===== config.mk =====
export PLATFORM = sky130hd
export DESIGN_NAME = clkControl
export DESIGN_NICKNAME = d
export VERILOG_FILES = /design/src/common/clkPkg.sv /design/src/logic/functionDecoder.sv /design/src/logic/configRegs.sv /design/src/gating/burstCounter.sv /design/src/gating/clockGate.sv /design/src/logic/ebusResetTimer.sv /design/src/logic/diagReadMux.sv /design/src/logic/clkControl.sv
export SDC_FILE = /design/constraint.sdc
export NUM_CORES = 1
export LEC_CHECK = 0
export ABC_AREA = 1
export BUFFER_PORTS_ARGS = -buffer_cell sky130_fd_sc_hd__buf_2
export CORE_MARGIN = 2
export CORE_UTILIZATION = 55
export DETAILED_ROUTE_END_ITERATION = 8
export PLACE_DENSITY = 0.78
export SKIP_LAST_GASP = 1
export SLEW_MARGIN = 25
export SYNTH_ARGS = -nofsm -noshare
export SYNTH_HDL_FRONTEND = slang
export SYNTH_HIERARCHICAL = 1
export SYNTH_SLANG_ARGS = --single-unit

===== constraint.sdc =====
create_clock -name MAIN_SOURCE -period 2.21 [get_ports MAIN_SOURCE]
set_input_delay 0.1105 -clock MAIN_SOURCE [delete_from_list [all_inputs] [get_ports MAIN_SOURCE]]
set_output_delay 0.1105 -clock MAIN_SOURCE [all_outputs]
set_load 0.05 [all_outputs]

===== src/common/clkPkg.sv =====
`default_nettype none

package clkPkg;

  // Diagnostic bus widths
  localparam int SEL_W = 3;
  localparam int NIB_W = 4;
  localparam int READ_W = 6;

  // Clock-control state widths
  localparam int BURST_W = 8;
  localparam int RATE_W = 2;
  localparam int RATE_CNT_W = 3;

  // EBUS reset timing, prescaler wraps every 4 cycles
  localparam int PRESCALE_W = 2;
  localparam int RESET_CNT_W = 4;
  localparam logic [RESET_CNT_W-1:0] RESET_LOAD = '1;

  // Control group, codes 3 and 4 are decoded but do nothing here
  typedef enum logic [SEL_W-1:0] {
    FN_NONE        = 3'd0,
    FN_START       = 3'd1,
    FN_SINGLE_STEP = 3'd2,
    FN_EBOX_SS     = 3'd3,
    FN_COND_SS     = 3'd4,
    FN_BURST       = 3'd5,
    FN_CLR_RESET   = 3'd6,
    FN_SET_RESET   = 3'd7
  } ctlFunc_e;

  // Load group, codes 0 and 1 are unused
  typedef enum logic [SEL_W-1:0] {
    LD_BURST_LO  = 3'd2,
    LD_BURST_HI  = 3'd3,
    LD_SRC_RATE  = 3'd4,
    LD_EBOX_DIS  = 3'd5,
    LD_PAR_CHECK = 3'd6,
    LD_MBOX_CTL  = 3'd7
  } ldFunc_e;

  // Readback field select
  typedef enum logic [SEL_W-1:0] {
    RD_RUN     = 3'd0,
    RD_RESET   = 3'd1,
    RD_CONFIG  = 3'd2,
    RD_DISABLE = 3'd3
  } readSel_e;

endpackage

`default_nettype wire


===== src/logic/functionDecoder.sv =====
`timescale 1ns/10ps
`default_nettype none

module functionDecoder (
  input  wire                         MAIN_SOURCE,
  input  wire                         CLK,
  input  wire                         ctlFunc,
  input  wire                         ldFunc,
  input  wire [clkPkg::SEL_W-1:0]     diagSel,
  output logic                        fnStart,
  output logic                        fnStep,
  output logic                        fnBurst,
  output logic                        ldBurstLo,
  output logic                        ldBurstHi,
  output logic                        ldSrcRate,
  output logic                        ldEboxDis,
  output logic                        ldMboxCtl,
  output logic                        mrReset
);

  clkPkg::ctlFunc_e ctlCode;
  clkPkg::ldFunc_e  ldCode;
  logic             fnClrReset;
  logic             fnSetReset;

  assign ctlCode = clkPkg::ctlFunc_e'(diagSel);
  assign ldCode = clkPkg::ldFunc_e'(diagSel);

  // Control group pulses
  always_comb begin
    {fnStart, fnStep, fnBurst, fnClrReset, fnSetReset} = '0;
    if (ctlFunc) begin
      case (ctlCode)
        clkPkg::FN_START:       fnStart = 1'b1;
        clkPkg::FN_SINGLE_STEP: fnStep = 1'b1;
        clkPkg::FN_BURST:       fnBurst = 1'b1;
        clkPkg::FN_CLR_RESET:   fnClrReset = 1'b1;
        clkPkg::FN_SET_RESET:   fnSetReset = 1'b1;
        // EBOX SS and cond SS fall through as no-ops
        default: ;
      endcase
    end
  end

  // Load group pulses, parity check load is ignored
  always_comb begin
    {ldBurstLo, ldBurstHi, ldSrcRate, ldEboxDis, ldMboxCtl} = '0;
    if (ldFunc) begin
      case (ldCode)
        clkPkg::LD_BURST_LO: ldBurstLo = 1'b1;
        clkPkg::LD_BURST_HI: ldBurstHi = 1'b1;
        clkPkg::LD_SRC_RATE: ldSrcRate = 1'b1;
        clkPkg::LD_EBOX_DIS: ldEboxDis = 1'b1;
        clkPkg::LD_MBOX_CTL: ldMboxCtl = 1'b1;
        default: ;
      endcase
    end
  end

  // Master reset, set wins over clear
  always_ff @(posedge MAIN_SOURCE or posedge CLK) begin
    if (CLK) begin
      mrReset <= 1'b1;
    end else if (fnSetReset) begin
      mrReset <= 1'b1;
    end else if (fnClrReset) begin
      mrReset <= 1'b0;
    end
  end

  // At most one function fires per strobe cycle
  assert property (@(posedge MAIN_SOURCE) disable iff (CLK)
    $onehot0({fnStart, fnStep, fnBurst, fnClrReset, fnSetReset,
              ldBurstLo, ldBurstHi, ldSrcRate, ldEboxDis, ldMboxCtl}));

endmodule

`default_nettype wire


===== src/logic/configRegs.sv =====
`timescale 1ns/10ps
`default_nettype none

module configRegs (
  input  wire                         MAIN_SOURCE,
  input  wire                         CLK,
  input  wire                         ldSrcRate,
  input  wire                         ldEboxDis,
  input  wire                         ldMboxCtl,
  input  wire [clkPkg::NIB_W-1:0]     ebusData,
  output logic [clkPkg::RATE_W-1:0]   sourceSel,
  output logic [clkPkg::RATE_W-1:0]   rateSel,
  output logic                        crmDis,
  output logic                        edpDis,
  output logic                        ctlDis,
  output logic                        mboxCycleDis,
  output logic                        errStopEn
);

  // Source select high pair, rate select low pair
  always_ff @(posedge MAIN_SOURCE or posedge CLK) begin
    if (CLK) begin
      sourceSel <= '0;
      rateSel <= '0;
    end else if (ldSrcRate) begin
      sourceSel <= ebusData[3:2];
      rateSel <= ebusData[1:0];
    end
  end

  // EBOX clock disables come from data bits 2 to 0
  always_ff @(posedge MAIN_SOURCE or posedge CLK) begin
    if (CLK) begin
      crmDis <= 1'b0;
      edpDis <= 1'b0;
      ctlDis <= 1'b0;
    end else if (ldEboxDis) begin
      crmDis <= ebusData[2];
      edpDis <= ebusData[1];
      ctlDis <= ebusData[0];
    end
  end

  // MBOX control uses only the outer data bits
  always_ff @(posedge MAIN_SOURCE or posedge CLK) begin
    if (CLK) begin
      mboxCycleDis <= 1'b0;
      errStopEn <= 1'b0;
    end else if (ldMboxCtl) begin
      mboxCycleDis <= ebusData[3];
      errStopEn <= ebusData[0];
    end
  end

endmodule

`default_nettype wire


===== src/gating/burstCounter.sv =====
`timescale 1ns/10ps
`default_nettype none

module burstCounter (
  input  wire                         MAIN_SOURCE,
  input  wire                         CLK,
  input  wire                         ldBurstLo,
  input  wire                         ldBurstHi,
  input  wire [clkPkg::NIB_W-1:0]     ebusData,
  input  wire                         burstTick,
  output logic [clkPkg::BURST_W-1:0]  burstCount,
  output logic                        burstZero
);

  // Nibble loads take priority over the tick
  always_ff @(posedge MAIN_SOURCE or posedge CLK) begin
    if (CLK) begin
      burstCount <= '0;
    end else if (ldBurstLo) begin
      burstCount[3:0] <= ebusData;
    end else if (ldBurstHi) begin
      burstCount[7:4] <= ebusData;
    end else if (burstTick) begin
      burstCount <= burstCount - 1'b1;
    end
  end

  assign burstZero = burstCount == '0;

  // Gate must stop before the count would wrap
  assert property (@(posedge MAIN_SOURCE) disable iff (CLK)
    burstTick |-> !burstZero);

endmodule

`default_nettype wire


===== src/gating/clockGate.sv =====
`timescale 1ns/10ps
`default_nettype none

module clockGate (
  input  wire                         MAIN_SOURCE,
  input  wire                         CLK,
  input  wire                         fnStart,
  input  wire                         fnStep,
  input  wire                         fnBurst,
  input  wire [clkPkg::RATE_W-1:0]    rateSel,
  input  wire                         burstZero,
  output logic                        eboxClkEn,
  output logic                        burstTick,
  output logic                        running,
  output logic                        stepPending
);

  logic [clkPkg::RATE_CNT_W-1:0] rateCnt;
  logic [clkPkg::RATE_CNT_W-1:0] rateMask;
  logic                          rateStrobe;
  logic                          burstMode;

  // Free-running divider
  always_ff @(posedge MAIN_SOURCE or posedge CLK) begin
    if (CLK) begin
      rateCnt <= '0;
    end else begin
      rateCnt <= rateCnt + 1'b1;
    end
  end

  // Strobe once every 2^rateSel cycles
  assign rateMask = clkPkg::RATE_CNT_W'((1 << rateSel) - 1);
  assign rateStrobe = (rateCnt & rateMask) == '0;

  // Tick when any mode asks for one
  assign eboxClkEn = rateStrobe & (running | stepPending | (burstMode & ~burstZero));
  assign burstTick = eboxClkEn & burstMode;

  // Run modes are kept mutually exclusive
  always_ff @(posedge MAIN_SOURCE or posedge CLK) begin
    if (CLK) begin
      running <= 1'b0;
      stepPending <= 1'b0;
      burstMode <= 1'b0;
    end else if (fnStart) begin
      running <= 1'b1;
      stepPending <= 1'b0;
      burstMode <= 1'b0;
    end else if (fnStep) begin
      running <= 1'b0;
      stepPending <= 1'b1;
      burstMode <= 1'b0;
    end else if (fnBurst) begin
      running <= 1'b0;
      stepPending <= 1'b0;
      burstMode <= 1'b1;
    end else begin
      // Step is consumed by its one tick
      if (stepPending && eboxClkEn) begin
        stepPending <= 1'b0;
      end
      // Burst stops itself once the count runs out
      if (burstMode && burstZero) begin
        burstMode <= 1'b0;
      end
    end
  end

  // Below full rate, ticks are never back to back
  assert property (@(posedge MAIN_SOURCE) disable iff (CLK)
    eboxClkEn ##1 (rateSel != '0 && $stable(rateSel)) |-> !eboxClkEn);

endmodule

`default_nettype wire


===== src/logic/ebusResetTimer.sv =====
`timescale 1ns/10ps
`default_nettype none

module ebusResetTimer (
  input  wire   MAIN_SOURCE,
  input  wire   CLK,
  input  wire   conoReset,
  output logic  ebusReset
);

  logic [clkPkg::PRESCALE_W-1:0]  prescale;
  logic [clkPkg::RESET_CNT_W-1:0] resetCnt;
  logic                           prescaleTick;

  // Free-running prescaler
  always_ff @(posedge MAIN_SOURCE or posedge CLK) begin
    if (CLK) begin
      prescale <= '0;
    end else begin
      prescale <= prescale + 1'b1;
    end
  end

  assign prescaleTick = prescale == '1;

  // Countdown holds at zero until reloaded
  always_ff @(posedge MAIN_SOURCE or posedge CLK) begin
    if (CLK) begin
      resetCnt <= clkPkg::RESET_LOAD;
    end else if (conoReset) begin
      resetCnt <= clkPkg::RESET_LOAD;
    end else if (prescaleTick && resetCnt != '0) begin
      resetCnt <= resetCnt - 1'b1;
    end
  end

  assign ebusReset = resetCnt != '0;

endmodule

`default_nettype wire


===== src/logic/diagReadMux.sv =====
`timescale 1ns/10ps
`default_nettype none

module diagReadMux (
  input  wire                         diagRead,
  input  wire [clkPkg::SEL_W-1:0]     diagSel,
  input  wire                         running,
  input  wire                         stepPending,
  input  wire                         burstZero,
  input  wire [clkPkg::BURST_W-1:0]   burstCount,
  input  wire                         mrReset,
  input  wire                         ebusReset,
  input  wire [clkPkg::RATE_W-1:0]    sourceSel,
  input  wire [clkPkg::RATE_W-1:0]    rateSel,
  input  wire                         errStopEn,
  input  wire                         mboxCycleDis,
  input  wire                         crmDis,
  input  wire                         edpDis,
  input  wire                         ctlDis,
  output logic                        ebusDriving,
  output logic [clkPkg::READ_W-1:0]   readData
);

  clkPkg::readSel_e readSel;

  assign readSel = clkPkg::readSel_e'(diagSel);
  assign ebusDriving = diagRead;

  // Field select, msb first
  always_comb begin
    readData = '0;
    if (diagRead) begin
      case (readSel)
        clkPkg::RD_RUN:     readData = {running, burstZero, burstCount[7:4]};
        clkPkg::RD_RESET:   readData = {mrReset, ebusReset, burstCount[3:0]};
        clkPkg::RD_CONFIG:  readData = {sourceSel, rateSel, errStopEn, mboxCycleDis};
        clkPkg::RD_DISABLE: readData = {crmDis, edpDis, ctlDis, stepPending, 2'b00};
        default:            readData = '0;
      endcase
    end
  end

endmodule

`default_nettype wire


===== src/logic/clkControl.sv =====
`timescale 1ns/10ps
`default_nettype none

module clkControl (
  input  wire                         MAIN_SOURCE,
  input  wire                         CLK,
  input  wire                         ctlFunc,
  input  wire                         ldFunc,
  input  wire [clkPkg::SEL_W-1:0]     diagSel,
  input  wire [clkPkg::NIB_W-1:0]     ebusData,
  input  wire                         diagRead,
  input  wire                         conoReset,
  output logic                        eboxClkEn,
  output logic                        mrReset,
  output logic                        ebusReset,
  output logic [clkPkg::RATE_W-1:0]   sourceSel,
  output logic [clkPkg::RATE_W-1:0]   rateSel,
  output logic                        crmDis,
  output logic                        edpDis,
  output logic                        ctlDis,
  output logic                        mboxCycleDis,
  output logic                        errStopEn,
  output logic                        ebusDriving,
  output logic [clkPkg::READ_W-1:0]   readData
);

  // Decoded function pulses
  logic fnStart;
  logic fnStep;
  logic fnBurst;
  logic ldBurstLo;
  logic ldBurstHi;
  logic ldSrcRate;
  logic ldEboxDis;
  logic ldMboxCtl;

  // Gate and burst status
  logic                       burstTick;
  logic                       burstZero;
  logic                       running;
  logic                       stepPending;
  logic [clkPkg::BURST_W-1:0] burstCount;

  functionDecoder functionDecoder_i (
    .MAIN_SOURCE (MAIN_SOURCE),
    .CLK         (CLK),
    .ctlFunc     (ctlFunc),
    .ldFunc      (ldFunc),
    .diagSel     (diagSel),
    .fnStart     (fnStart),
    .fnStep      (fnStep),
    .fnBurst     (fnBurst),
    .ldBurstLo   (ldBurstLo),
    .ldBurstHi   (ldBurstHi),
    .ldSrcRate   (ldSrcRate),
    .ldEboxDis   (ldEboxDis),
    .ldMboxCtl   (ldMboxCtl),
    .mrReset     (mrReset)
  );

  configRegs configRegs_i (
    .MAIN_SOURCE  (MAIN_SOURCE),
    .CLK          (CLK),
    .ldSrcRate    (ldSrcRate),
    .ldEboxDis    (ldEboxDis),
    .ldMboxCtl    (ldMboxCtl),
    .ebusData     (ebusData),
    .sourceSel    (sourceSel),
    .rateSel      (rateSel),
    .crmDis       (crmDis),
    .edpDis       (edpDis),
    .ctlDis       (ctlDis),
    .mboxCycleDis (mboxCycleDis),
    .errStopEn    (errStopEn)
  );

  clockGate clockGate_i (
    .MAIN_SOURCE (MAIN_SOURCE),
    .CLK         (CLK),
    .fnStart     (fnStart),
    .fnStep      (fnStep),
    .fnBurst     (fnBurst),
    .rateSel     (rateSel),
    .burstZero   (burstZero),
    .eboxClkEn   (eboxClkEn),
    .burstTick   (burstTick),
    .running     (running),
    .stepPending (stepPending)
  );

  burstCounter burstCounter_i (
    .MAIN_SOURCE (MAIN_SOURCE),
    .CLK         (CLK),
    .ldBurstLo   (ldBurstLo),
    .ldBurstHi   (ldBurstHi),
    .ebusData    (ebusData),
    .burstTick   (burstTick),
    .burstCount  (burstCount),
    .burstZero   (burstZero)
  );

  ebusResetTimer ebusResetTimer_i (
    .MAIN_SOURCE (MAIN_SOURCE),
    .CLK         (CLK),
    .conoReset   (conoReset),
    .ebusReset   (ebusReset)
  );

  // Readback sees every block
  diagReadMux diagReadMux_i (
    .diagRead     (diagRead),
    .diagSel      (diagSel),
    .running      (running),
    .stepPending  (stepPending),
    .burstZero    (burstZero),
    .burstCount   (burstCount),
    .mrReset      (mrReset),
    .ebusReset    (ebusReset),
    .sourceSel    (sourceSel),
    .rateSel      (rateSel),
    .errStopEn    (errStopEn),
    .mboxCycleDis (mboxCycleDis),
    .crmDis       (crmDis),
    .edpDis       (edpDis),
    .ctlDis       (ctlDis),
    .ebusDriving  (ebusDriving),
    .readData     (readData)
  );

endmodule

`default_nettype wire


; ---- Word-level counts from Yosys, hierarchy flattened
; Index checks and enable logic that the tools add are counted.
[op_classes]
n_addsub = 5
n_eq_ne = 9
shifts = 1
n_mux = 38
n_bitwise = 8
reduce_logical = 16
[op_table]
columns = operator, n
row1 = $mux W1, 30
row2 = $pmux W6 S4, 1
row3 = $mux W4, 5
row4 = $eq A3 B3 Y1 const B, 4
row5 = $reduce_bool A4 Y1, 3
row6 = $logic_not A8 Y1, 1
row7 = $mux W8, 1
row8 = $reduce_bool A2 Y1, 4
row9 = $sub A8 B1 Y8 const B, 1
row10 = $eq A3 B2 Y1 const B, 2
row11 = $logic_not A3 Y1, 2
row12 = $mux W6, 1
row13 = $reduce_and A2 Y1, 2
row14 = $sub A4 B1 Y4 const B, 1
row15 = $add A3 B1 Y3 const B, 1
row16 = $and A1 B1 Y1, 3
row17 = $and A3 B3 Y3, 1
row18 = $eq A3 B1 Y1 const B, 1
row19 = $logic_and A1 B1 Y1, 3
row20 = $reduce_bool A3 Y1, 1
row21 = $shl A1 B2 Y3 const A, 1
row22 = $sub A3 B2 Y3 const B, 1
row23 = $add A2 B1 Y2 const B, 1
row24 = $eq A2 B2 Y1 const B, 1
row25 = other kinds (3), 5
[totals]
register_bits = 30
input_bits = 13
output_inout_bits = 19
elab_cells = 93

; ---- Logic depth before layout (Yosys ltp)
; Gate-level depths: netlist of run 1.
[depth]
depth_word = 10
ltp_mapped = 14
mapped_depth_nobuf = 14

; ---- Modules after synthesis
; Netlist of run 1, hierarchy kept.
[modules_own_cells]
columns = mod, n_inst, cells_per_inst, area_per_inst_um2, seq_area_each_um2
row1 = burstCounter, 1, 86, 583.1, 200.2
row2 = ebusResetTimer, 1, 37, 342.8, 155.1
row3 = configRegs, 1, 40, 341.6, 225.2
row4 = clockGate, 1, 36, 289.0, 150.1
row5 = diagReadMux, 1, 53, 259.0, 0.0
row6 = functionDecoder, 1, 26, 125.1, 26.3

; ---- Least setup slack after synthesis of run 1
; No wires, ideal clock.
[synth_path]
kind = reg2out
startpoint = register ebusResetTimer_i/resetCnt[0] (netlist bit)
endpoint = output readData[4] (netlist bit)
arrival_time_ps = 1918
t_required_ps = 2099
setup_slack_ps = 181
path_stages_with_launch = 8
n_path_buf = 0
cell_sequence = dfstp_2 -> inv_1 -> ha_1 -> nand2_2 -> nand3_1 -> nand2_1 -> nor2_1 -> nor2_1
[synth_between]
elab_chain_len = 3
[synth_rtl]
columns = item, line
row1 = "start, declared", ebusResetTimer.sv:12  ; logic [clkPkg::RESET_CNT_W-1:0] resetCnt;
row2 = "start signal, assigned", ebusResetTimer.sv:29  ; resetCnt <= clkPkg::RESET_LOAD;
row3 = "start signal, assigned", ebusResetTimer.sv:31  ; resetCnt <= clkPkg::RESET_LOAD;
row4 = "start signal, assigned", ebusResetTimer.sv:33  ; resetCnt <= resetCnt - 1'b1;
row5 = $reduce_bool A4 Y1, ebusResetTimer.sv:37  ; assign ebusReset = resetCnt != '0;
row6 = named net ebusReset, clkControl.sv:15  ; output logic ebusReset,
row7 = $pmux W6 S4, diagReadMux.sv:33  ; case (readSel)
row8 = $mux W6, diagReadMux.sv:32  ; if (diagRead) begin
row9 = "end, declared", clkControl.sv:24  ; output logic [clkPkg::READ_W-1:0] readData
; The timed path passes the listed nets, and every way through them passes these cells.

; ---- Final worst setup path of run 1
[layout_path]
startpoint = register ebusResetTimer_i/resetCnt[0] (netlist bit)
endpoint = output readData[4] (netlist bit)
[layout_between]
elab_chain_len = 3
[layout_rtl]
columns = item, line
row1 = $reduce_bool A4 Y1, ebusResetTimer.sv:37
row2 = $pmux W6 S4, diagReadMux.sv:33
row3 = $mux W6, diagReadMux.sv:32
; No other way between the ends.

==> results, run 1 <==
- The flow ran to the end, and the final reports show no timing, DRC or antenna violations.
- The minimum period implied by the final worst setup slack is 1.97 ns.
- The mean instance size in the synthesized netlist is 6.98 sq um.
- Setup violations remaining at the end of the flow were counted as 0.
- The final critical path takes up 89.2% of the cycle.
- The worst hold path was traced through 3 stages.
- The proportion of layout cells with a drive suffix above 1 is 21.1%.
- The category of the critical setup timing path is reg -> out.
- For the final database, setup skew stands at 0.0108 ns.
- The type of element capturing the critical path is an output port.
- The power per cell area is 880 nW/um^2.
- The post-synthesis sequential element count is 30.
- The final layout contains 331 nets.
- The floorplan step defined a die boundary enclosing 4020 sq um.
- The number of max-slew violations in the final report is 0.
- Data on the critical path is required at its endpoint by 2.10 ns.
- The cell area reported after detailed placement is 2120 sq um.
- The tightest min-delay check is of the in -> reg type.
- The design draws 1.93 mW.
- For this run, the total global-route usage over all layers was measured as 26.0%.
- The pin count of the biggest net entering global routing is 17.
- The final weighted congestion in routability-driven placement is 0.981.
- Once layout is done, the placed cells without fillers occupy 2190 sq um.
- For this configuration, the core starts out at a cell density of 57.7%.
- The die is 63.4 um tall.
- Data arrives at the worst endpoint at 1.86 ns.
- The share of the synthesized area in the top cell type is 32.2%.
- After detailed routing, the number of vias per cell comes to 5.16.
- The number of different library cells used by synthesis comes to 27.
- The count of yosys warnings during synthesis is 6.
- The violation count after the first detailed-route iteration is 111.
- The number of instances in the synthesized netlist is 278.
- Counting every net in the synthesized netlist gives 297.
- Setup repair after global routing left no endpoint under its margin.
- The wire length of the first global-routing pass is 8.19 mm.
- The worst setup path is launched from a flop.
- The overall overflow remaining after global route is 0.
- By area the synthesized netlist is led by sky130_fd_sc_hd__dfrtp_1 (32%), sky130_fd_sc_hd__nand2_1 (18%), sky130_fd_sc_hd__inv_1 (7.9%), sky130_fd_sc_hd__dfstp_2 (6.8%), sky130_fd_sc_hd__nand3_1 (5.9%).
- The worst-case IR drop observed on VDD is 0.555 mV.
- The clock passes through at most 2 buffers.
- Counting every sink on the clock net gives 30.
- For this run, design rule violations remaining after detail routing come to 0.
- Setup total negative slack on the finished layout was measured at 0 ns.
- The core area is 3360 sq um.
- The register cell area after layout is 757 sq um.
- The clock tree from TritonCTS is done.
- The measured slew at the worst slew-check pin is 0.583 ns.
- The number of antenna violations at the first check in global routing is 0.
- In this run the core area contains 21 standard-cell rows.
- The share of the Yosys chip area taken by registers is 39.0%.
- The count of boundary I/O pins is 32.
- The count of TritonRoute iterations in the first routing pass is 4.
- The number of global-route vias before repair is 1767.
- The number of antenna cells inserted is 0.
- The multi-input combinational cell area is 968 sq um.
- Once detail routing completed, the nets flagged for antenna violations numbered 0.
- The growth of design area from synthesis to finish is 12.9%.
- After detailed routing, the total wire length is 4.60 mm.
- The wire length per cell is 12.8 um.
- The largest area contributor in the netlist is sky130_fd_sc_hd__dfrtp_1.
- The number of cells on the worst reg-to-reg path is 11.
- The count of buffers added on input and output ports is 31.
- The number of levels in the clock H-tree is 2.
- Counting the fill cells in the layout gives 321.
- The cell leakage power is 1.24 nW.
- Detailed placement finished with a half-perimeter wire length of 3.55 mm.
- The max-capacitance violation count is 0.
- Of all nets on the critical path, the largest fanout is 5.
- In this run the post-CTS setup repair buffer count came out at 0.
- The tree is rooted in a sky130_fd_sc_hd__clkbuf_4.
- Counting the buffers created by CTS gives 5.
- The worst-case headroom to the max-slew limit is 60.8%.
- The number of failing hold endpoints at the final stage is 0.
- The maximum operating frequency is 0.507 GHz.
- The clock-pin slew on the worst setup and hold paths is 0.09 ns.
- Measured along the x axis, the die boundary spans 63.4 um.
- For this block, the via count after detailed routing is 1852.
- Clock latency on the worst-skew pair, taken at its later pin, is 0.33 ns.
- The total standard cell area after synthesis is 1940 sq um.
## metrics by stage
stage / hold slack (ns) / setup WS (ns) / utilization, % / cells
finish: 0.0268 / 0.238 / 65.1 / 359
global route: 0.0277 / 0.0317 / 65.1 / 359
CTS: 0.0135 / 0.156 / 65.0 / 359
detailed placement: 0.0917 / 0.204 / 62.9 / 350
global placement: 0.0863 / 0.276 / 62.9 / 350
floorplan: -0.101 / 0.181 / - / 278
## synthesized netlist by cell type
master	instances
sky130_fd_sc_hd__a21oi_1	4
sky130_fd_sc_hd__buf_2	3
sky130_fd_sc_hd__buf_4	1
sky130_fd_sc_hd__buf_6	2
sky130_fd_sc_hd__clkinv_1	2
sky130_fd_sc_hd__dfrtp_1	25
sky130_fd_sc_hd__dfstp_2	5
sky130_fd_sc_hd__ha_1	6
sky130_fd_sc_hd__inv_1	41
sky130_fd_sc_hd__inv_2	3
sky130_fd_sc_hd__nand2_1	95
sky130_fd_sc_hd__nand2_2	4
sky130_fd_sc_hd__nand2_4	2
sky130_fd_sc_hd__nand3_1	23
sky130_fd_sc_hd__nand4_1	10
sky130_fd_sc_hd__nor2_1	23
sky130_fd_sc_hd__nor2_2	7
sky130_fd_sc_hd__nor3_1	3
sky130_fd_sc_hd__o211ai_1	1
sky130_fd_sc_hd__o21ai_0	3
sky130_fd_sc_hd__o21ai_1	4
sky130_fd_sc_hd__o21ai_2	3
sky130_fd_sc_hd__o21ai_4	1
sky130_fd_sc_hd__o221ai_1	3
sky130_fd_sc_hd__or2_1	1
sky130_fd_sc_hd__xnor2_1	1
sky130_fd_sc_hd__xor2_1	2
## worst paths after layout
check | start | to | slack (ns)
worst min-delay path | conoReset | ebusResetTimer_i/resetCnt[0] | 0.03
max in group asynchronous | CLK | burstCounter_i/burstCount[2] | 1.60
min in group asynchronous | CLK | clockGate_i/stepPending | 0.30
worst max register to register | burstCounter_i/burstCount[1] | burstCounter_i/burstCount[2] | 0.25
worst max-delay path | ebusResetTimer_i/resetCnt[0] | readData[4] | 0.24
worst min register to register | ebusResetTimer_i/prescale[0] | ebusResetTimer_i/prescale[0] | 0.42
## layout by cell type, fill, tap and decap left out, drive strengths merged
cell type    synthesis  layout
clkbuf               0       8
a21oi                4       4
o21ai               11      11
nand4               10      10
nand2              101     101
xor2                 2       2
dfstp                5       5
dlygate4sd3          0       1
clkinv               2       3
o211ai               1       1
ha                   6       6
nor2                30      30
nand3               23      23
dfrtp               25      25
o221ai               3       3
or2                  1       1
buf                  6      31
inv                 44      44
xnor2                1       1
nor3                 3       3
## cell families after synthesis
kind of cell    Yosys count  share of synthesized area (%)
flops                    30                           39.0
fa+ha+maj                 6                           3.87
buf+inv                  52                           11.2
compound gates           19                           6.77
xor+xnor                  3                           1.35
simple gates            168                           37.8
## repair_timing
action	4_1_cts	5_1_grt
gates resized for setup	0	3
setup endpoints to repair	0	6
hold endpoints to repair	30	0
hold buffers	1	0
## registers in the layout, indices dropped and copies added (netlist names), 2 cells and up
| name | cells |
|---|---|
| ebusResetTimer_i/prescale | 2 |
| ebusResetTimer_i/resetCnt | 4 |
| clockGate_i/rateCnt | 3 |
| configRegs_i/rateSel | 2 |
| configRegs_i/sourceSel | 2 |
| burstCounter_i/burstCount | 8 |
## layer usage
| layer | routed length, um | global-route usage [%] |
|---|---|---|
| met5 | 0 | 0 |
| met4 | 51 | 7.61 |
| met3 | 264 | 7.14 |
| met2 | 2200 | 42.1 |
| met1 | 2090 | 34.0 |
## critical path, stage by stage (launching register included)
cell	delay, ns
sky130_fd_sc_hd__dfstp_2	0.54
sky130_fd_sc_hd__inv_1	0.10
sky130_fd_sc_hd__ha_1	0.22
sky130_fd_sc_hd__nand2_2	0.12
sky130_fd_sc_hd__nand3_1	0.08
sky130_fd_sc_hd__nand2_1	0.09
sky130_fd_sc_hd__nor2_1	0.06
sky130_fd_sc_hd__nor2_1	0.10
sky130_fd_sc_hd__clkbuf_4	0.24
## layout make-up
class	instances	share of cell area [%]
Clock inverter	1	0.228
Inverter	46	7.88
Multi-Input combinational cell	196	44.2
Tap cell	46	2.63
Timing Repair Buffer	33	8.00
Sequential cell	30	34.6
Clock buffer	7	2.51
## where the power goes
group / total [mW] / internal, mW / switching [mW] / leakage (nW)
combinational: 0.771 / 0.235 / 0.536 / 0.846
sequential: 0.814 / 0.676 / 0.138 / 0.362
clock: 0.343 / 0.154 / 0.189 / 0.0353
No activity file was read; power rests on OpenSTA's default activity.
==> inputs of run 2 (changes only) <==
--- a/config.mk
+++ b/config.mk
@@ -6,11 +6,11 @@
 export NUM_CORES = 1
 export LEC_CHECK = 0
 export ABC_AREA = 1
-export BUFFER_PORTS_ARGS = -buffer_cell sky130_fd_sc_hd__buf_2
 export CORE_MARGIN = 2
 export CORE_UTILIZATION = 55
 export DETAILED_ROUTE_END_ITERATION = 8
-export PLACE_DENSITY = 0.78
+export DONT_BUFFER_PORTS = 1
+export PLACE_DENSITY = 0.7
 export SKIP_LAST_GASP = 1
 export SLEW_MARGIN = 25
 export SYNTH_ARGS = -nofsm -noshare
==> run 2 against run 1 <==
  * Via count shrank 3.2%
  * Power is essentially flat
  * Maximum frequency shrank 3.7%
  * Clock power grew 6%
  * Critical endpoint is now eboxClkEn
  * Highest routed layer unchanged
==> results, run 2 (same netlist as run 1, synthesis figures left out) <==
- The logic depth of the worst setup path including buffers came to 8 (unchanged).
- The top fanout value on the critical path is 3 (-2).
- The clock tree from TritonCTS is done.
- The starting density of the core is 57.7% (unchanged).
- The reg-to-reg endpoint is burstCounter_i/burstCount[3].
- The final-layout fill cell count came to 306 (-4.7%).
- The flip-flop count of the largest register after layout is 8 (unchanged).
- The top cell family by delay on the critical path is simple AND/OR/NAND/NOR gates.
- The final layout net count was 321 (-3.0%).
- The logic depth of the worst register-to-register path is 11 (unchanged).
- The horizontal extent of the die is 63.4 um (unchanged).
- The startpoint of the worst register-to-register path is burstCounter_i/burstCount[1].
- The total clock buffers created by CTS is 5 (unchanged).
- The number of levels in the clock H-tree is 2 (unchanged).
- The HPWL reported at the end of detailed placement is 3.49 mm (-1.5%).
- The number of standard-cell rows in the floorplan was 21 (unchanged).
- The data arrival time of the critical path is 1.94 ns (+0.08 ns).
- The largest stage delay on the critical path is 0.41 ns (-0.13 ns).
- The worst-case headroom to the max-slew limit is 56.8% (-4.1 points).
- The signal on the critical path passes through inv_1 > ha_1 > nand3_1 > nor3_1 > or2_1 > nand2_1 > nand2_1 > inv_1.
- In the layout the commonest cells are sky130_fd_sc_hd__nand2_1 (95), sky130_fd_sc_hd__inv_1 (41), sky130_fd_sc_hd__dfrtp_1 (25).
- The overall overflow remaining after global route is 0 (unchanged).
- The number of antenna cells inserted is 0 (unchanged).
- The sum of negative setup slack came to 0 ns (unchanged).
- In the final layout, the registers with the most flip-flops are burstCounter_i/burstCount x8, ebusResetTimer_i/resetCnt x4, clockGate_i/rateCnt x3.
- Ranked by flip-flop count, first place goes to burstCounter_i/burstCount.
- The cell leakage power was 1.20 nW (-3.7%).
- The wire length of the first global-routing pass is 8.00 mm (-2.4%).
- Setup repair after global routing left no endpoint under its margin.
- The violation count after the first detailed-route iteration was 173 (+56%).
- The number of max-slew violations in the final report was 0 (unchanged).
- The power per cell area is 867 nW/um^2 (-1.4%).
- The class of the worst hold path is in -> reg.
- The category of the critical setup timing path is reg -> out.
- The minimum period implied by the final worst setup slack is 2.05 ns (+0.0753 ns).
- The number of global-route vias before repair was 1606 (-9.1%).
- The maximum buffer depth of the clock tree is 2 (unchanged).
- The area of the die was 4020 sq um (unchanged).
- The flow ran to the end, and the final reports show no timing, DRC or antenna violations.
- The total setup violations reported at the end of the flow is 0 (unchanged).
- The slowest library cell on the worst path is sky130_fd_sc_hd__dfrtp_1.
- The proportion of layout cells with a drive suffix above 1 was 14.5% (-6.6 points).
- The worst reg-to-reg setup slack is 0.17 ns (-0.08 ns).
- The measured slew at the worst slew-check pin is 0.643 ns (+0.0605 ns).
- The multi-input combinational cell area came to 968 sq um (unchanged).
- The growth of design area from synthesis to finish is 14.6%.
- The total vias in the final route is 1792 (-3.2%).
- The wire length per cell is 13.6 um (+6.1%).
- The number of failing hold endpoints at the final stage came to 0 (unchanged).
- The die span in y came to 63.4 um (unchanged).
- The final weighted congestion in routability-driven placement came to 0.897 (-8.6%).
- The count of input and output buffers is 0 (-100%).
- The remaining design rule violation count is 0 (unchanged).
- The sink of the worst hold path is burstCounter_i/burstCount[4].
- The post-route antenna net violation count was 0 (unchanged).
- The clock-pin slew on the worst setup and hold paths is 0.11 ns (+0.02 ns).
- The worst hold path begins at ebusData[0].
- The most frequent standard cell in the layout excluding fill and tap cells is sky130_fd_sc_hd__nand2_1.
- The register cell area after layout was 757 sq um (unchanged).
- The type of element capturing the critical path is an output port.
- The number of antenna violations at the first check in global routing is 0 (unchanged).
- The clock latency on the worst-skew pair is 0.35 ns (+0.02 ns).
- The highest ir drop seen on vdd was 0.402 mV (-28%).
- The vias per cell came to 5.13 (-0.47%).
- Clock tree synthesis selected as its root buffer the cell sky130_fd_sc_hd__clkbuf_4.
- The count of TritonRoute iterations in the first routing pass is 4 (unchanged).
- The max-capacitance violation count is 0 (unchanged).
- The post-route clock period utilization is 92.7% (+3.4 points).
- The core area is 3360 sq um (unchanged).
- The depth of the worst hold-timing path was 4 (+1).
- The number of sinks driven by the clock tree is 30 (unchanged).
- The critical path buffer and inverter count is 2 (unchanged).
- The worst setup skew after layout is 0.0124 ns (+0.00160 ns).
- The required time at the worst-slack endpoint is 2.10 ns (about the same).
- The maximum operating frequency is 0.488 GHz (-3.7%).
- The pin count of the biggest net entering global routing is 16 (-1).
- The overall power of the completed layout is 1.93 mW (about the same).
- The combined global-route utilization of all metal layers is 25.9% (-0.041 points).
- The count of boundary I/O pins is 32 (unchanged).
- STA classifies the critical path startpoint as a flop.
- The routed wire length is 4.75 mm (+3.1%).
[run 2: changes by cell type in the layout (fill, tap and decap cells not counted), sizes merged]
cell         change
buf             -21
dlygate4sd3     +12
clkbuf           -2
clkinvlp         +1
[run 2: worst reg2reg max path, cell delays in order (launching register included)]
cell and delay (ns):
sky130_fd_sc_hd__dfrtp_1 0.41, sky130_fd_sc_hd__inv_1 0.10, sky130_fd_sc_hd__ha_1 0.19, sky130_fd_sc_hd__nand3_1 0.07, sky130_fd_sc_hd__nor3_1 0.06, sky130_fd_sc_hd__or2_1 0.25
sky130_fd_sc_hd__nand2_1 0.07, sky130_fd_sc_hd__nand2_1 0.08, sky130_fd_sc_hd__nor2_2 0.18, sky130_fd_sc_hd__inv_1 0.07, sky130_fd_sc_hd__o21ai_1 0.26, sky130_fd_sc_hd__o221ai_1 0.17
[run 2: worst max path at each step]
| stage | startpoint | end | slack (ns) |
|---|---|---|---|
| 6_report | burstCounter_i/burstCount[1] | eboxClkEn | 0.16 |
| 5_1_grt | burstCounter_i/burstCount[0] | readData[4] | 0.04 |
| 4_1_cts | burstCounter_i/burstCount[1] | burstCounter_i/burstCount[3] | 0.14 |
| 3_5_place_dp | burstCounter_i/burstCount[1] | burstCounter_i/burstCount[3] | 0.16 |
| 3_3_place_gp | burstCounter_i/burstCount[0] | burstCounter_i/burstCount[3] | 0.25 |
| 2_1_floorplan | ebusResetTimer_i/resetCnt[0] | readData[4] | 0.18 |
[run 2: routing by layer]
metal,wire (um),global-route usage (%)
met4,89,8.97
met1,2200,37.7
met2,2050,36.4
met3,405,7.86
met5,0,0
[run 2: metrics by stage]
| stage | cell area [sq um] | utilization [%] | hold slack (ns) | cells | worst slack [ns] |
|---|---|---|---|---|---|
| 4_1_cts | 2220 | 66.1 | 0.00960 | 349 | 0.144 |
| 3_3_place_gp | 2030 | 60.3 | -0.0668 | 328 | 0.248 |
| 6_report | 2220 | 66.1 | 0.0199 | 349 | 0.162 |
| 3_5_place_dp | 2030 | 60.3 | -0.0672 | 328 | 0.163 |
| 2_1_floorplan | 1940 | - | -0.101 | 278 | 0.181 |
| 5_1_grt | 2220 | 66.1 | 0.0637 | 349 | 0.0351 |
[run 2: layout make-up]
type                       instances  area share [%]
sequential                        30            34.0
tap                               46            2.59
clock inverter                     2           0.562
clock buffer                       6            2.31
inverter                          46            7.76
timing repair buffer              23            9.22
multi-input combinational        196            43.5
[run 2: repair_timing]
action / in CTS / in global routing
setup endpoints to repair: 0 / 3
hold endpoints to repair: 50 / 0
gates resized for setup: 0 / 1
hold buffers: 13 / 0
setup buffers: 0 / 0
[run 2: power by group]
| group | leakage [nW] | switching [mW] | internal [mW] |
|---|---|---|---|
| clock network | 0.0343 | 0.210 | 0.153 |
| logic | 0.801 | 0.454 | 0.231 |
| registers | 0.362 | 0.208 | 0.675 |
| total | 1.20 | 0.871 | 1.06 |
